$ cat config.mk
export PLATFORM = sky130hd
export DESIGN_NAME = softmax_top
export DESIGN_NICKNAME = d
export VERILOG_FILES = /design/src/verilog/softmax_pkg.sv /design/src/verilog/denom_unit.sv /design/src/verilog/exp_stage.sv /design/src/verilog/normalize_mul.sv /design/src/verilog/recip_divider.sv /design/src/verilog/running_max.sv /design/src/verilog/softmax_top.sv
export SDC_FILE = /design/constraint.sdc
export NUM_CORES = 2
export LEC_CHECK = 0
export ABC_AREA = 1
export BUFFER_PORTS_ARGS = -buffer_cell sky130_fd_sc_hd__buf_2
export CAP_MARGIN = 20
export CORE_ASPECT_RATIO = 0.5
export CORE_MARGIN = 3
export CORE_UTILIZATION = 66
export CTS_BUF_LIST = sky130_fd_sc_hd__clkbuf_16
export DETAILED_ROUTE_END_ITERATION = 8
export HOLD_SLACK_MARGIN = 0.03
export PLACE_DENSITY = 0.91
export REMOVE_ABC_BUFFERS = 1
export SLEW_MARGIN = 10
export SYNTH_ARGS = -nofsm -noshare
export SYNTH_HDL_FRONTEND = slang
export SYNTH_SLANG_ARGS = --single-unit
$ cat constraint.sdc
create_clock -name clk_i -period 13.2 [get_ports clk_i]
set_clock_uncertainty 0.1 [all_clocks]
set_input_delay 1.32 -clock clk_i [delete_from_list [all_inputs] [get_ports clk_i]]
set_output_delay 1.32 -clock clk_i [all_outputs]
set_load 0.005 [all_outputs]
$ cat src/verilog/softmax_pkg.sv
/*
 * softmax package.
 * widths, beat structs and the base-2 exponential shared by the datapath stages.
 */
`default_nettype none

package softmax_pkg;

    localparam int unsigned N_LANES = 4;

    typedef logic signed [7:0]  data_t;   // Q4.4, log2 units.
    typedef logic [8:0]         diff_t;   // Q5.4, never negative.
    typedef logic [15:0]        prob_t;   // Q0.15.
    typedef logic [N_LANES-1:0] strb_t;

    typedef enum logic {
        MODE_ACC  = 1'b0,
        MODE_NORM = 1'b1
    } mode_e;

    typedef struct packed {
        mode_e               mode;
        strb_t               strb;
        data_t [N_LANES-1:0] data;
    } in_beat_t;

    typedef struct packed {
        in_beat_t beat;
        data_t    max_val;
        diff_t    diff;      // rise of the maximum.
        logic     rescale;
    } max_beat_t;

    typedef struct packed {
        mode_e               mode;
        strb_t               strb;
        prob_t [N_LANES-1:0] lanes;
        prob_t               factor;   // denominator rescale, 32768 is x1.
    } exp_beat_t;

    typedef struct packed {
        strb_t               strb;
        prob_t [N_LANES-1:0] prob;
    } out_beat_t;

    // 2^(15 - f/16), first entry trimmed to fit Q0.15.
    localparam prob_t EXP_TABLE [16] = '{
        16'd32767, 16'd31379, 16'd30048, 16'd28774,
        16'd27554, 16'd26386, 16'd25268, 16'd24196,
        16'd23170, 16'd22188, 16'd21247, 16'd20347,
        16'd19484, 16'd18658, 16'd17867, 16'd17109
    };

    // 2^-d for d in Q5.4.
    function automatic prob_t exp2_neg(diff_t d);
        prob_t frac;
        frac = EXP_TABLE[d[3:0]];
        if (d[8:4] >= 5'd16) begin
            return '0;   // underflow.
        end
        return frac >> d[8:4];
    endfunction

endpackage

`default_nettype wire

$ cat src/verilog/denom_unit.sv
/*
 * denominator unit.
 * accumulates the rescaled exp sum and forwards normalize beats with 1/denominator.
 */
`timescale 1ns/10ps
`default_nettype none

module denom_unit #(
    parameter int unsigned ACC_WIDTH = 24
) (
    input  logic                   clk_i,
    input  logic                   rst_ni,
    input  logic                   clear_i,
    input  logic                   valid_i,
    output logic                   ready_o,
    input  softmax_pkg::exp_beat_t beat_i,
    output logic                   valid_o,
    input  logic                   ready_i,
    output softmax_pkg::exp_beat_t beat_o,
    output softmax_pkg::prob_t     inv_o,
    output logic                   busy_o
);
    import softmax_pkg::*;

    localparam int unsigned PROD_WIDTH = ACC_WIDTH + 16;

    logic                  valid_q;
    exp_beat_t             beat_q;
    prob_t                 out_inv_q;
    logic                  recip_ok_q;
    logic [ACC_WIDTH-1:0]  denom_q;
    logic [ACC_WIDTH-1:0]  denom_d;
    logic [ACC_WIDTH-1:0]  lane_sum;
    logic [PROD_WIDTH-1:0] scaled;
    logic                  is_norm;
    logic                  out_free;
    logic                  recip_ready;
    logic                  acc_take;
    logic                  norm_take;
    logic                  div_start;
    logic                  div_done;
    logic                  div_busy;
    prob_t                 div_inv;

    assign is_norm     = beat_i.mode == MODE_NORM;
    assign out_free    = ~valid_q | ready_i;
    assign recip_ready = recip_ok_q | div_done;
    assign ready_o     = is_norm ? (out_free & recip_ready) : ~div_busy;
    assign acc_take    = valid_i & ~is_norm & ~div_busy;
    assign norm_take   = valid_i & is_norm & out_free & recip_ready;
    assign div_start   = valid_i & is_norm & ~recip_ok_q & ~div_busy;

    always_comb begin
        scaled   = PROD_WIDTH'(denom_q) * PROD_WIDTH'(beat_i.factor);
        lane_sum = '0;
        for (int i = 0; i < N_LANES; i++) begin
            lane_sum = lane_sum + ACC_WIDTH'(beat_i.lanes[i]);
        end
        denom_d = scaled[ACC_WIDTH+14:15] + lane_sum;   // rescale, then add.
    end

    recip_divider #(
        .ACC_WIDTH (ACC_WIDTH)
    ) i_recip_divider (
        .clk_i   (clk_i),
        .rst_ni  (rst_ni),
        .clear_i (clear_i),
        .start_i (div_start),
        .denom_i (denom_q),
        .done_o  (div_done),
        .inv_o   (div_inv),
        .busy_o  (div_busy)
    );

    always_ff @(posedge clk_i or negedge rst_ni) begin
        if (!rst_ni) begin
            valid_q    <= 1'b0;
            recip_ok_q <= 1'b0;
            denom_q    <= '0;
        end else if (clear_i) begin
            valid_q    <= 1'b0;
            recip_ok_q <= 1'b0;
            denom_q    <= '0;
        end else begin
            if (acc_take) begin
                denom_q    <= denom_d;
                recip_ok_q <= 1'b0;   // denominator moved so the reciprocal is stale.
            end else if (div_done) begin
                recip_ok_q <= 1'b1;
            end
            if (norm_take) begin
                valid_q <= 1'b1;
            end else if (ready_i) begin
                valid_q <= 1'b0;
            end
        end
    end

    // reciprocal travels with the beat as a new division may finish under a stall.
    always_ff @(posedge clk_i) begin
        if (norm_take) begin
            beat_q    <= beat_i;
            out_inv_q <= div_inv;
        end
    end

    assign valid_o = valid_q;
    assign beat_o  = beat_q;
    assign inv_o   = out_inv_q;
    assign busy_o  = valid_q | div_busy;

endmodule

`default_nettype wire

$ cat src/verilog/exp_stage.sv
/*
 * exponential stage.
 * base-2 exponential of each lane against the maximum, plus the rescale factor.
 */
`timescale 1ns/10ps
`default_nettype none

module exp_stage (
    input  logic                   clk_i,
    input  logic                   rst_ni,
    input  logic                   clear_i,
    input  logic                   valid_i,
    output logic                   ready_o,
    input  softmax_pkg::max_beat_t beat_i,
    output logic                   valid_o,
    input  logic                   ready_i,
    output softmax_pkg::exp_beat_t beat_o,
    output logic                   busy_o
);
    import softmax_pkg::*;

    logic              valid_q;
    exp_beat_t         beat_q;
    exp_beat_t         beat_d;
    logic signed [9:0] lane_diff;
    diff_t             lane_d;
    logic              accept;

    assign ready_o = ~valid_q | ready_i;
    assign accept  = valid_i & ready_o;

    always_comb begin
        beat_d.mode = beat_i.beat.mode;
        beat_d.strb = beat_i.beat.strb;
        for (int i = 0; i < N_LANES; i++) begin
            lane_diff = {{2{beat_i.max_val[7]}}, beat_i.max_val}
                      - {{2{beat_i.beat.data[i][7]}}, beat_i.beat.data[i]};
            lane_d = lane_diff[9] ? '0 : lane_diff[8:0];   // above max, clamp.
            beat_d.lanes[i] = beat_i.beat.strb[i] ? exp2_neg(lane_d) : '0;
        end
        beat_d.factor = beat_i.rescale ? exp2_neg(beat_i.diff) : 16'd32768;
    end

    always_ff @(posedge clk_i or negedge rst_ni) begin
        if (!rst_ni) begin
            valid_q <= 1'b0;
        end else if (clear_i) begin
            valid_q <= 1'b0;
        end else if (accept) begin
            valid_q <= 1'b1;
        end else if (ready_i) begin
            valid_q <= 1'b0;
        end
    end

    always_ff @(posedge clk_i) begin
        if (accept) begin
            beat_q <= beat_d;
        end
    end

    assign valid_o = valid_q;
    assign beat_o  = beat_q;
    assign busy_o  = valid_q;

endmodule

`default_nettype wire

$ cat src/verilog/normalize_mul.sv
/*
 * normalize multiplier.
 * scales each lane by the reciprocal and registers the output beat.
 */
`timescale 1ns/10ps
`default_nettype none

module normalize_mul (
    input  logic                   clk_i,
    input  logic                   rst_ni,
    input  logic                   clear_i,
    input  logic                   valid_i,
    output logic                   ready_o,
    input  softmax_pkg::exp_beat_t beat_i,
    input  softmax_pkg::prob_t     inv_i,
    output logic                   valid_o,
    input  logic                   ready_i,
    output softmax_pkg::out_beat_t beat_o,
    output logic                   busy_o
);
    import softmax_pkg::*;

    logic        valid_q;
    out_beat_t   beat_q;
    out_beat_t   beat_d;
    logic [31:0] prod;
    logic        accept;

    assign ready_o = ~valid_q | ready_i;
    assign accept  = valid_i & ready_o;

    always_comb begin
        beat_d.strb = beat_i.strb;
        for (int i = 0; i < N_LANES; i++) begin
            prod = beat_i.lanes[i] * inv_i;
            if (!beat_i.strb[i]) begin
                beat_d.prob[i] = '0;
            end else begin
                beat_d.prob[i] = prod[31] ? '1 : prod[30:15];   // saturate.
            end
        end
    end

    always_ff @(posedge clk_i or negedge rst_ni) begin
        if (!rst_ni) begin
            valid_q <= 1'b0;
        end else if (clear_i) begin
            valid_q <= 1'b0;
        end else if (accept) begin
            valid_q <= 1'b1;
        end else if (ready_i) begin
            valid_q <= 1'b0;
        end
    end

    always_ff @(posedge clk_i) begin
        if (accept) begin
            beat_q <= beat_d;
        end
    end

    assign valid_o = valid_q;
    assign beat_o  = beat_q;
    assign busy_o  = valid_q;

endmodule

`default_nettype wire

$ cat src/verilog/recip_divider.sv
/*
 * reciprocal divider.
 * restoring division of 2^30 by the denominator, one quotient bit per cycle.
 */
`timescale 1ns/10ps
`default_nettype none

module recip_divider #(
    parameter int unsigned ACC_WIDTH = 24
) (
    input  logic                 clk_i,
    input  logic                 rst_ni,
    input  logic                 clear_i,
    input  logic                 start_i,
    input  logic [ACC_WIDTH-1:0] denom_i,
    output logic                 done_o,
    output softmax_pkg::prob_t   inv_o,
    output logic                 busy_o
);

    localparam int unsigned CNT_WIDTH = $clog2(ACC_WIDTH);
    // dividend bits above the quotient window seed the remainder.
    localparam logic [63:0]          DIVIDEND = 64'd1 << 30;
    localparam logic [ACC_WIDTH:0]   REM_INIT = (ACC_WIDTH + 1)'(DIVIDEND >> ACC_WIDTH);
    localparam logic [ACC_WIDTH-1:0] NUM_INIT = DIVIDEND[ACC_WIDTH-1:0];

    typedef enum logic [1:0] {
        IDLE,
        RUN,
        DONE
    } state_e;

    state_e               state_q;
    logic [CNT_WIDTH-1:0] cnt_q;
    logic [ACC_WIDTH-1:0] div_q;
    logic [ACC_WIDTH-1:0] num_q;    // dividend bits still to shift in.
    logic [ACC_WIDTH:0]   rem_q;
    logic [ACC_WIDTH-1:0] quot_q;
    logic                 ovf_q;    // quotient beyond the window.
    logic [ACC_WIDTH:0]   rem_shift;
    logic                 take;

    assign rem_shift = {rem_q[ACC_WIDTH-1:0], num_q[ACC_WIDTH-1]};
    assign take      = rem_shift >= {1'b0, div_q};

    always_ff @(posedge clk_i or negedge rst_ni) begin
        if (!rst_ni) begin
            state_q <= IDLE;
            cnt_q   <= '0;
        end else if (clear_i) begin
            state_q <= IDLE;
            cnt_q   <= '0;
        end else begin
            case (state_q)
                IDLE: begin
                    if (start_i) begin
                        state_q <= RUN;
                        cnt_q   <= '0;
                    end
                end
                RUN: begin
                    cnt_q <= cnt_q + 1'b1;
                    if (cnt_q == CNT_WIDTH'(ACC_WIDTH - 1)) begin
                        state_q <= DONE;
                    end
                end
                default: state_q <= IDLE;
            endcase
        end
    end

    always_ff @(posedge clk_i) begin
        if (state_q == IDLE && start_i) begin
            div_q  <= denom_i;
            num_q  <= NUM_INIT;
            rem_q  <= REM_INIT;
            quot_q <= '0;
            ovf_q  <= (denom_i == '0) || (REM_INIT >= {1'b0, denom_i});   // zero saturates.
        end else if (state_q == RUN) begin
            rem_q  <= take ? rem_shift - {1'b0, div_q} : rem_shift;
            quot_q <= {quot_q[ACC_WIDTH-2:0], take};
            num_q  <= num_q << 1;
        end
    end

    assign inv_o  = (ovf_q || |quot_q[ACC_WIDTH-1:16]) ? '1 : quot_q[15:0];
    assign done_o = state_q == DONE;
    assign busy_o = state_q != IDLE;

endmodule

`default_nettype wire

$ cat src/verilog/running_max.sv
/*
 * running maximum stage.
 * tracks the maximum over accumulate beats and tags each beat with the rise.
 */
`timescale 1ns/10ps
`default_nettype none

module running_max (
    input  logic                   clk_i,
    input  logic                   rst_ni,
    input  logic                   clear_i,
    input  logic                   valid_i,
    output logic                   ready_o,
    input  softmax_pkg::in_beat_t  beat_i,
    output logic                   valid_o,
    input  logic                   ready_i,
    output softmax_pkg::max_beat_t beat_o,
    output softmax_pkg::data_t     max_o,
    output logic                   busy_o
);
    import softmax_pkg::*;

    logic      valid_q;
    max_beat_t beat_q;
    data_t     max_q;
    logic      have_max_q;
    data_t     max_d;
    diff_t     diff_d;
    logic      any_lane;
    logic      rises;
    logic      accept;

    assign ready_o = ~valid_q | ready_i;
    assign accept  = valid_i & ready_o;

    always_comb begin
        max_d    = max_q;
        any_lane = 1'b0;
        if (beat_i.mode == MODE_ACC) begin
            for (int i = 0; i < N_LANES; i++) begin
                if (beat_i.strb[i]) begin
                    // first strobed lane after clear seeds the maximum.
                    if ((!have_max_q && !any_lane) || $signed(beat_i.data[i]) > max_d) begin
                        max_d = beat_i.data[i];
                    end
                    any_lane = 1'b1;
                end
            end
        end
        rises  = have_max_q && any_lane && (max_d > max_q);
        diff_d = rises ? diff_t'({max_d[7], max_d} - {max_q[7], max_q}) : '0;
    end

    always_ff @(posedge clk_i or negedge rst_ni) begin
        if (!rst_ni) begin
            valid_q    <= 1'b0;
            max_q      <= '0;
            have_max_q <= 1'b0;
        end else if (clear_i) begin
            valid_q    <= 1'b0;
            max_q      <= '0;
            have_max_q <= 1'b0;
        end else begin
            if (accept) begin
                valid_q    <= 1'b1;
                max_q      <= max_d;   // unchanged for normalize beats.
                have_max_q <= have_max_q | any_lane;
            end else if (ready_i) begin
                valid_q <= 1'b0;
            end
        end
    end

    always_ff @(posedge clk_i) begin
        if (accept) begin
            beat_q.beat    <= beat_i;
            beat_q.max_val <= max_d;
            beat_q.diff    <= diff_d;
            beat_q.rescale <= rises;
        end
    end

    assign valid_o = valid_q;
    assign beat_o  = beat_q;
    assign max_o   = max_q;
    assign busy_o  = valid_q;

endmodule

`default_nettype wire

$ cat src/verilog/softmax_top.sv
/*
 * softmax top level.
 * max, exp, denominator and normalize stages chained by valid/ready streams.
 */
`timescale 1ns/10ps
`default_nettype none

module softmax_top #(
    parameter int unsigned ACC_WIDTH = 24
) (
    input  logic                   clk_i,
    input  logic                   rst_ni,
    input  logic                   clear_i,
    input  logic                   in_valid_i,
    output logic                   in_ready_o,
    input  softmax_pkg::in_beat_t  in_beat_i,
    output logic                   out_valid_o,
    input  logic                   out_ready_i,
    output softmax_pkg::out_beat_t out_beat_o,
    output softmax_pkg::data_t     max_o,
    output logic                   busy_o
);
    import softmax_pkg::*;

    logic      max_valid;
    logic      max_ready;
    max_beat_t max_beat;
    logic      exp_valid;
    logic      exp_ready;
    exp_beat_t exp_beat;
    logic      norm_valid;
    logic      norm_ready;
    exp_beat_t norm_beat;
    prob_t     norm_inv;
    logic      max_busy;
    logic      exp_busy;
    logic      denom_busy;
    logic      mul_busy;

    running_max i_running_max (
        .clk_i   (clk_i),
        .rst_ni  (rst_ni),
        .clear_i (clear_i),
        .valid_i (in_valid_i),
        .ready_o (in_ready_o),
        .beat_i  (in_beat_i),
        .valid_o (max_valid),
        .ready_i (max_ready),
        .beat_o  (max_beat),
        .max_o   (max_o),
        .busy_o  (max_busy)
    );

    exp_stage i_exp_stage (
        .clk_i   (clk_i),
        .rst_ni  (rst_ni),
        .clear_i (clear_i),
        .valid_i (max_valid),
        .ready_o (max_ready),
        .beat_i  (max_beat),
        .valid_o (exp_valid),
        .ready_i (exp_ready),
        .beat_o  (exp_beat),
        .busy_o  (exp_busy)
    );

    denom_unit #(
        .ACC_WIDTH (ACC_WIDTH)
    ) i_denom_unit (
        .clk_i   (clk_i),
        .rst_ni  (rst_ni),
        .clear_i (clear_i),
        .valid_i (exp_valid),
        .ready_o (exp_ready),
        .beat_i  (exp_beat),
        .valid_o (norm_valid),
        .ready_i (norm_ready),
        .beat_o  (norm_beat),
        .inv_o   (norm_inv),
        .busy_o  (denom_busy)
    );

    normalize_mul i_normalize_mul (
        .clk_i   (clk_i),
        .rst_ni  (rst_ni),
        .clear_i (clear_i),
        .valid_i (norm_valid),
        .ready_o (norm_ready),
        .beat_i  (norm_beat),
        .inv_i   (norm_inv),
        .valid_o (out_valid_o),
        .ready_i (out_ready_i),
        .beat_o  (out_beat_o),
        .busy_o  (mul_busy)
    );

    assign busy_o = max_busy | exp_busy | denom_busy | mul_busy;

endmodule

`default_nettype wire
# Yosys cells after proc, flatten, opt, wreduce, memory -nomap -nowiden
# Memories as Yosys holds them, arrays and structs flattened.
# Cells that the tools add are included.
[word_totals]
regBits = 410
romBits = 1280
in_bits = 42
output_inout_bits = 79
elab_cells = 235
memories = 5
[classes]
add_sub_neg = 11
mul = 5
n_lt_le_gt_ge = 17
eq_ne = 5
n_shift = 5
mux = 83
n_bitwise = 33
n_reduce_logical = 30
[mem_list]
columns = ["name", "depth", "width", "read_ports", "rd_clocked_by_memory_dff", "write_ports", "line", "text"]
rows = [
  ["(name not given)", 16, 16, 1, 0, 0, "softmax_pkg.sv:57", "frac = EXP_TABLE[d[3:0]];"],
  ["(name not given)", 16, 16, 1, 0, 0, "softmax_pkg.sv:57", ""],
  ["(name not given)", 16, 16, 1, 0, 0, "softmax_pkg.sv:57", ""],
  ["(name not given)", 16, 16, 1, 0, 0, "softmax_pkg.sv:57", ""],
  ["(name not given)", 16, 16, 1, 0, 0, "softmax_pkg.sv:57", ""],
]
[ops]
columns = ["cell", "n"]
rows = [
  ["two-way mux 16 bit", 24],
  ["multiplier 16 x 16 -> 32 bit", 4],
  ["two-way mux 8 bit", 14],
  ["right shift 16 x 5 -> 16 bit", 5],
  ["two-way mux 24 bit", 3],
  ["greater-or-equal comparator 5 bit, second input constant", 10],
  ["adder 24 x 16 -> 24 bit", 2],
  ["subtractor 8 x 8 -> 9 bit", 5],
  ["greater-than comparator 8 bit", 5],
  ["multiplier 24 x 16 -> 39 bit", 1],
  ["two-way mux 9 bit", 4],
  ["two-way mux 1 bit", 31],
  ["greater-or-equal comparator 25 x 24 -> 1 bit", 1],
  ["NOT 4 -> 5 bit", 5],
  ["adder 24 bit", 1],
  ["greater-or-equal comparator 7 x 24 -> 1 bit, first input constant", 1],
  ["logical NOT 24 bit", 1],
  ["subtractor 24 bit", 1],
  ["nonzero test 3 bit", 6],
  ["adder 16 x 16 -> 17 bit", 1],
  ["bitwise AND 1 bit", 11],
  ["two-way mux 5 bit", 2],
  ["OR 1 bit", 10],
  ["case mux 5 bit (2 select lines)", 1],
  ["15 further kinds", 40],
]

# Longest topological paths before layout
[depth]
ltp_word = 22
depth_mapped = 66
ltp_nobuf = 66

# Hierarchy
# Synthesis repeated with hierarchy kept, for this count alone.
[hier_totals]
cells_unflattened = 10040
area_unflattened_um2 = 75426.1
[by_module_without_submodules]
columns = ["module", "instances", "cells_per_inst", "area_each_um2", "seq_area_each_um2"]
rows = [
  ["normalize_mul", 1, 5330, 38752.2, 2067.0],
  ["denom_unit", 1, 2131, 18604.1, 3683.5],
  ["exp_stage", 1, 1388, 8996.1, 2457.4],
  ["recip_divider", 1, 750, 5132.4, 1886.8],
  ["running_max", 1, 438, 3930.0, 1901.8],
  ["softmax_top", 1, 3, 11.3, 0.0],
]

# Least setup slack after synthesis
# Ideal clock, no wire load.
[synth_timing]
path_type = "input port to flip-flop"
from = "in in_beat_i[7] (netlist bit)"
to = "reg i_running_max.beat_q (netlist bit i_running_max.beat_o[8]) (data pin)"
setup_ns = 0.285
t_arrival_ns = 8.499
required_ns = 12.815
setup_slack_ns = 4.315
stages = 55
path_buffers = 2
path_cell_list = "ha_1 -> a21o_1 -> nor2_1 -> nand3_1 -> nand3_1 -> nand2_2 -> nand2_2 -> clkbuf_1 -> nand2_1 -> o21ai_0 -> ha_1 -> nand2_1 -> inv_1 -> o21bai_1 -> nand3_1 -> nand2_1 -> nand2_1 -> nand2_1 -> [... 19 more ...] -> a21oi_1 -> nor2_1 -> o21bai_1 -> a21oi_1 -> o311ai_0 -> o221ai_1 -> nand2_1 -> nand3_1 -> a21boi_0 -> ha_1 -> nand2_1 -> nor2_1 -> a211oi_1 -> o21ai_0 -> nand3_1 -> nand3_1 -> o2111ai_1 -> a21oi_1"
[synth_via]
elab_chain_len = 22
word_cells_on_any_way = 23
cone_classes = "add/sub: 1; order compare: 5; mux: 12; reduce/logical: 5"
[synth_rtl]
columns = ["element", "line", "text"]
rows = [
  ["start: declaration", "softmax_top.sv:16", "input softmax_pkg::in_beat_t in_beat_i,"],
  ["greater-than comparator 8 bit", "running_max.sv:43", "if ((!have_max_q && !any_lane) || $signed(beat_i.data[i]) > max_d) begin"],
  ["logical OR 1 bit", "running_max.sv:43", ""],
  ["two-way mux 8 bit *", "running_max.sv:43", ""],
  ["two-way mux 8 bit *", "running_max.sv:41", "if (beat_i.strb[i]) begin"],
  ["two-way mux 8 bit *", "running_max.sv:39", "if (beat_i.mode == MODE_ACC) begin"],
  ["greater-than comparator 8 bit", "running_max.sv:43", ""],
  ["logical OR 1 bit", "running_max.sv:43", ""],
  ["two-way mux 8 bit", "running_max.sv:43", ""],
  ["[... 7 more ...]", "-", ""],
  ["greater-than comparator 8 bit", "running_max.sv:43", ""],
  ["logical OR 1 bit", "running_max.sv:43", ""],
  ["two-way mux 8 bit", "running_max.sv:43", ""],
  ["two-way mux 8 bit *", "running_max.sv:41", ""],
  ["two-way mux 8 bit *", "running_max.sv:39", ""],
  ["via i_running_max.max_d[1]", "running_max.sv:27", "data_t max_d;"],
  ["greater-than comparator 8 bit", "running_max.sv:50", "rises = have_max_q && any_lane && (max_d > max_q);"],
  ["logical AND 1 bit", "running_max.sv:50", ""],
  ["end: declaration", "running_max.sv:24", "max_beat_t beat_q;"],
]
# Mark *: on every way through the listed nets, which the timed path passes. The rest lies on a longest branch. The select of a mux whose other input is x is not followed.
# A chain may end at the register's enable or synchronous reset.

# Final worst setup path
[layout_timing]
from = "in in_beat_i[7] (netlist bit)"
to = "reg i_running_max.beat_q (netlist bit i_running_max.beat_o[6]) (data pin)"
# The elaborated chain is that of the path after synthesis.

==> results by group <==
Status
  • Outcome: finished, final reports clean

Global routing
  • Met3 usage: 7.34%
  • First-pass GRT wire length: 284000 um
  • Gr busiest metal: met2
  • GR Layer Usage met2: a little under three fifths
  • Pin count of the biggest net entering global routing: a little under 70
  • Vias in the first global route: between 50k and 60k
  • Antenna violations before repair: 2
  • Remaining global-route overflow: 0
  • M1 GR Usage: around two fifths
  • All-Layer GR Usage: between 30% and 40%

Worst setup path
  • R2R setup slack: 3.66 ns
  • Most used cell along the critical path: nand2_1
  • CP max FO: 19
  • Required time worst endpoint: about 13 ns
  • R2r endpoint: i_running_max.beat_o[6]$_SDFFCE_PN0P_
  • Worst setup EP type: flop
  • FF-to-FF Start: i_running_max.max_o[1]$_DFFE_PN0P_
  • Cell count of the worst reg-to-reg path: 52
  • CP Class: input port to flop
  • CP startpoint kind: input port
  • Worst EP arrival: about 10 ns
  • Critical path's slowest cell: o2111ai_1
  • CP max stage delay: 0.61 ns

Layout
  • Fin area: approximately 0.07 mm2
  • Antenna Cells: 0
  • Utilization after layout: approximately 70%
  • Ratio of cells with drive above 1 in the final layout: about 4.2%
  • Layout Nets: approximately 10k
  • # fillers: between 7k and 8k
  • Area added between synthesis and finish: 3.87%

Timing
  • Fmax: approximately 100 MHz
  • Fin crit share: 73.8%
  • Slew Viols, Final: 0
  • Normalized max-slew margin: about 18%
  • Final Hold Violating Endpoints: 0
  • Fin Setup TNS: 0 ns
  • Setup WS post-layout: about 3.5 ns
  • Fin crit period: around 10 ns
  • Endpoints failing setup: 0
  • Worst-margin pin slew: ~1.2 ns
  • Unrepaired setup endpoints after global routing: no

Synthesis
  • Post-Syn Area per Cell: 8.07 um2
  • Warnings, synthesis: 0
  • Commonest register cell after synthesis: edfxtp_1
  • EDFF count, synth: ~300
  • Register area share after synthesis: between 10% and 20%
  • Async SR Flop Fraction: 11.2%
  • Post-synthesis cell count: approximately 8.4k
  • Mapped cell area: between 0.06 and 0.07 mm2
  • Yosys reg bits: between 400 and 500
  • Post-synth top area share: 31.4%
  • Distinct cells, synth: ~70
  • Synth area leader: fa_1
  • Synth area leaders: fa_1 31%, edfxtp_1 14%, ha_1 12%

Routing
  • Initial DRC count: around 5.2k
  • Wirelength per Cell: roughly 18 um
  • Via count: approximately 55k
  • Final ANT Viol Nets: 0
  • Vias per inst: about 5.7
  • Pre-antenna DRT Iters: 8
  • Remaining DRCs: 0
  • Post-Route WL: between 150000 and 200000 um

Floorplanning
  • Die boundary width: approximately 460 um
  • Core Region: about 0.10 mm2
  • Die ar.: approximately 0.11 mm2
  • Io pins: 121
  • FP Rows: slightly above 80
  • Initial Util: 67.1%
  • Overall die height: roughly 230 um

Hold path
  • Worst Hold End: i_denom_unit.beat_o[82]$_DFFE_PP_
  • HP Class: flop to flop
  • Min-delay src: i_exp_stage.beat_o[82]$_DFFE_PP_
  • WHS Path Cells: 0

Power and ir drop
  • Switching Share: 52.9%
  • Leakage: 38.0 nW
  • Seq pwr share: about 15%
  • Power density over the cells: ~180 mW/mm2
  • IR drop worst, VDD: 0.199 mV
  • Cell Int Power: between 0.005 and 0.006 W
  • Switching power: between 0.006 and 0.007 W
  • Clk pwr share: around a tenth
  • Gate power share: ~75%

CTS
  • Post-CTS setup buffers: 0
  • H-tree depth: 2
  • Clk_lat worst skew: ~0.63 ns
  • Root buf cell: clkbuf_16
  • Clock transition at the registers of the reported paths: ~0.060 ns
  • CTS buffer count: 43
  • Post-CTS Resized: 0
  • Clk sink count: ~400
  • Hold_buf cts: 0
  • CTS tree: yes
  • Clock Tree Buf Depth: 3

Run
  • Max-Cap Viols: 0

Placement
  • Post-placement cell area: ~0.069 mm2
  • # port buffers: between 100 and 150
  • Post-place setup slack: ~2.9 ns
  • Post-detail-place hpwl: roughly 130000 um
  • GP Congestion: ~0.95
## power by group through the flow
stage	clock network (W)	logic, W	registers (W)
final	0.00128	0.00943	0.00194
after global routing	0.00134	0.0107	0.00195
after CTS	0.00129	0.00932	0.00192
after detailed placement	0	0.00921	0.00195
after global placement	0	0.00879	0.00194
after floorplan	0	0.00694	0.00189
## through the flow
step / total power [W] / std cells / hold WS, ns
finish: 0.0126 / 9611 / 0.318
floorplan: 0.00883 / 8013 / 0.300
global placement: 0.0107 / 9532 / 0.303
detailed placement: 0.0112 / 9532 / 0.305
CTS: 0.0125 / 9611 / 0.319
global route: 0.0140 / 9611 / 0.333
## worst max-delay path, delay by kind of cell
kind	cells	cell delay, ns
AO/OA/AOI/OAI	14	3.63
AND/OR/NAND/NOR	28	3.20
adder cells (fa/ha/maj)	5	1.62
buffers and inverters	2	0.19
## cell type report
type,count,area [um2],share of cell area (%)
multi-input cells,5503,47000,66.8
flip-flops and latches,402,11400,16.1
repair buffers,175,1010,1.44
clock buffers,45,1130,1.60
well taps,1344,1680,2.39
clock inverters,34,287,0.407
inverters,2108,7920,11.3
## registers in the layout, indices dropped and copies added, names as in the netlist
signal                                cells
i_running_max.max_o                       8
i_denom_unit.i_recip_divider.state_q      2
i_exp_stage.busy_o                        1
i_denom_unit.i_recip_divider.rem_q       24
i_running_max.busy_o                      1
i_denom_unit.recip_ok_q                   1
i_normalize_mul.busy_o                    1
i_denom_unit.i_recip_divider.ovf_q        1
i_denom_unit.i_recip_divider.div_q       24
i_denom_unit.i_recip_divider.quot_q      24
i_denom_unit.beat_o                      64
i_normalize_mul.beat_o                   68
i_running_max.have_max_q                  1
i_denom_unit.valid_o                      1
i_running_max.beat_o                     55
i_denom_unit.denom_q                     24
i_denom_unit.inv_o                       16
i_denom_unit.i_recip_divider.cnt_q        5
i_exp_stage.beat_o                       81
## worst max-delay path by stage
stage | startpoint | to | slack [ns]
after CTS | in_beat_i[7] | i_running_max.beat_o[6]$_SDFFCE_PN0P_ | 3.46
after global routing | in_beat_i[7] | i_running_max.beat_o[7]$_SDFFCE_PN0P_ | 2.40
final | in_beat_i[7] | i_running_max.beat_o[6]$_SDFFCE_PN0P_ | 3.46
after global placement | in_beat_i[7] | i_running_max.beat_o[0]$_DFFE_PP_ | 2.72
after detailed placement | in_beat_i[7] | i_running_max.beat_o[9]$_SDFFCE_PN0P_ | 2.86
after floorplan | in_beat_i[7] | i_running_max.beat_o[8]$_SDFFCE_PN0P_ | 4.62
## synthesized netlist by cell type (65+ instances only)
master / n
xor2_1: 75
nand3_1: 184
nand2_1: 2170
edfxtp_1: 309
o21ai_1: 80
o21ai_0: 226
a21oi_1: 296
clkbuf_1: 339
fa_1: 1062
xnor2_1: 65
nor2_1: 268
inv_1: 2083
ha_1: 673
## cells in the final DEF, fill, tap and decap left out, types with 120 or more instances in the layout
cell type / netlist / layout
nor2_1: 268 / 266
a21oi_1: 296 / 295
edfxtp_1: 309 / 309
nand3_1: 184 / 184
inv_1: 2083 / 2090
buf_2: 18 / 120
o21ai_0: 226 / 226
ha_1: 673 / 673
fa_1: 1062 / 1062
nand2_1: 2170 / 2170
## layer usage
metal | up-vias | wire length (um)
met4 | 2 | 8070
met2 | 3192 | 81800
met3 | 754 | 20500
met1 | 26200 | 63900
met5 | - | 18
li1 | 24800 | -
## cell families after synthesis
| kind of cell | after synthesis | synth area share [%] |
|---|---|---|
| compound gates | 835 | 7.11 |
| mux | 9 | 0.133 |
| xor+xnor | 142 | 1.86 |
| flops | 402 | 16.8 |
| simple gates | 2782 | 16.4 |
| buf+inv | 2489 | 13.9 |
| fa+ha+maj | 1735 | 43.8 |
Note: power is estimated with default switching activity, not from simulation.
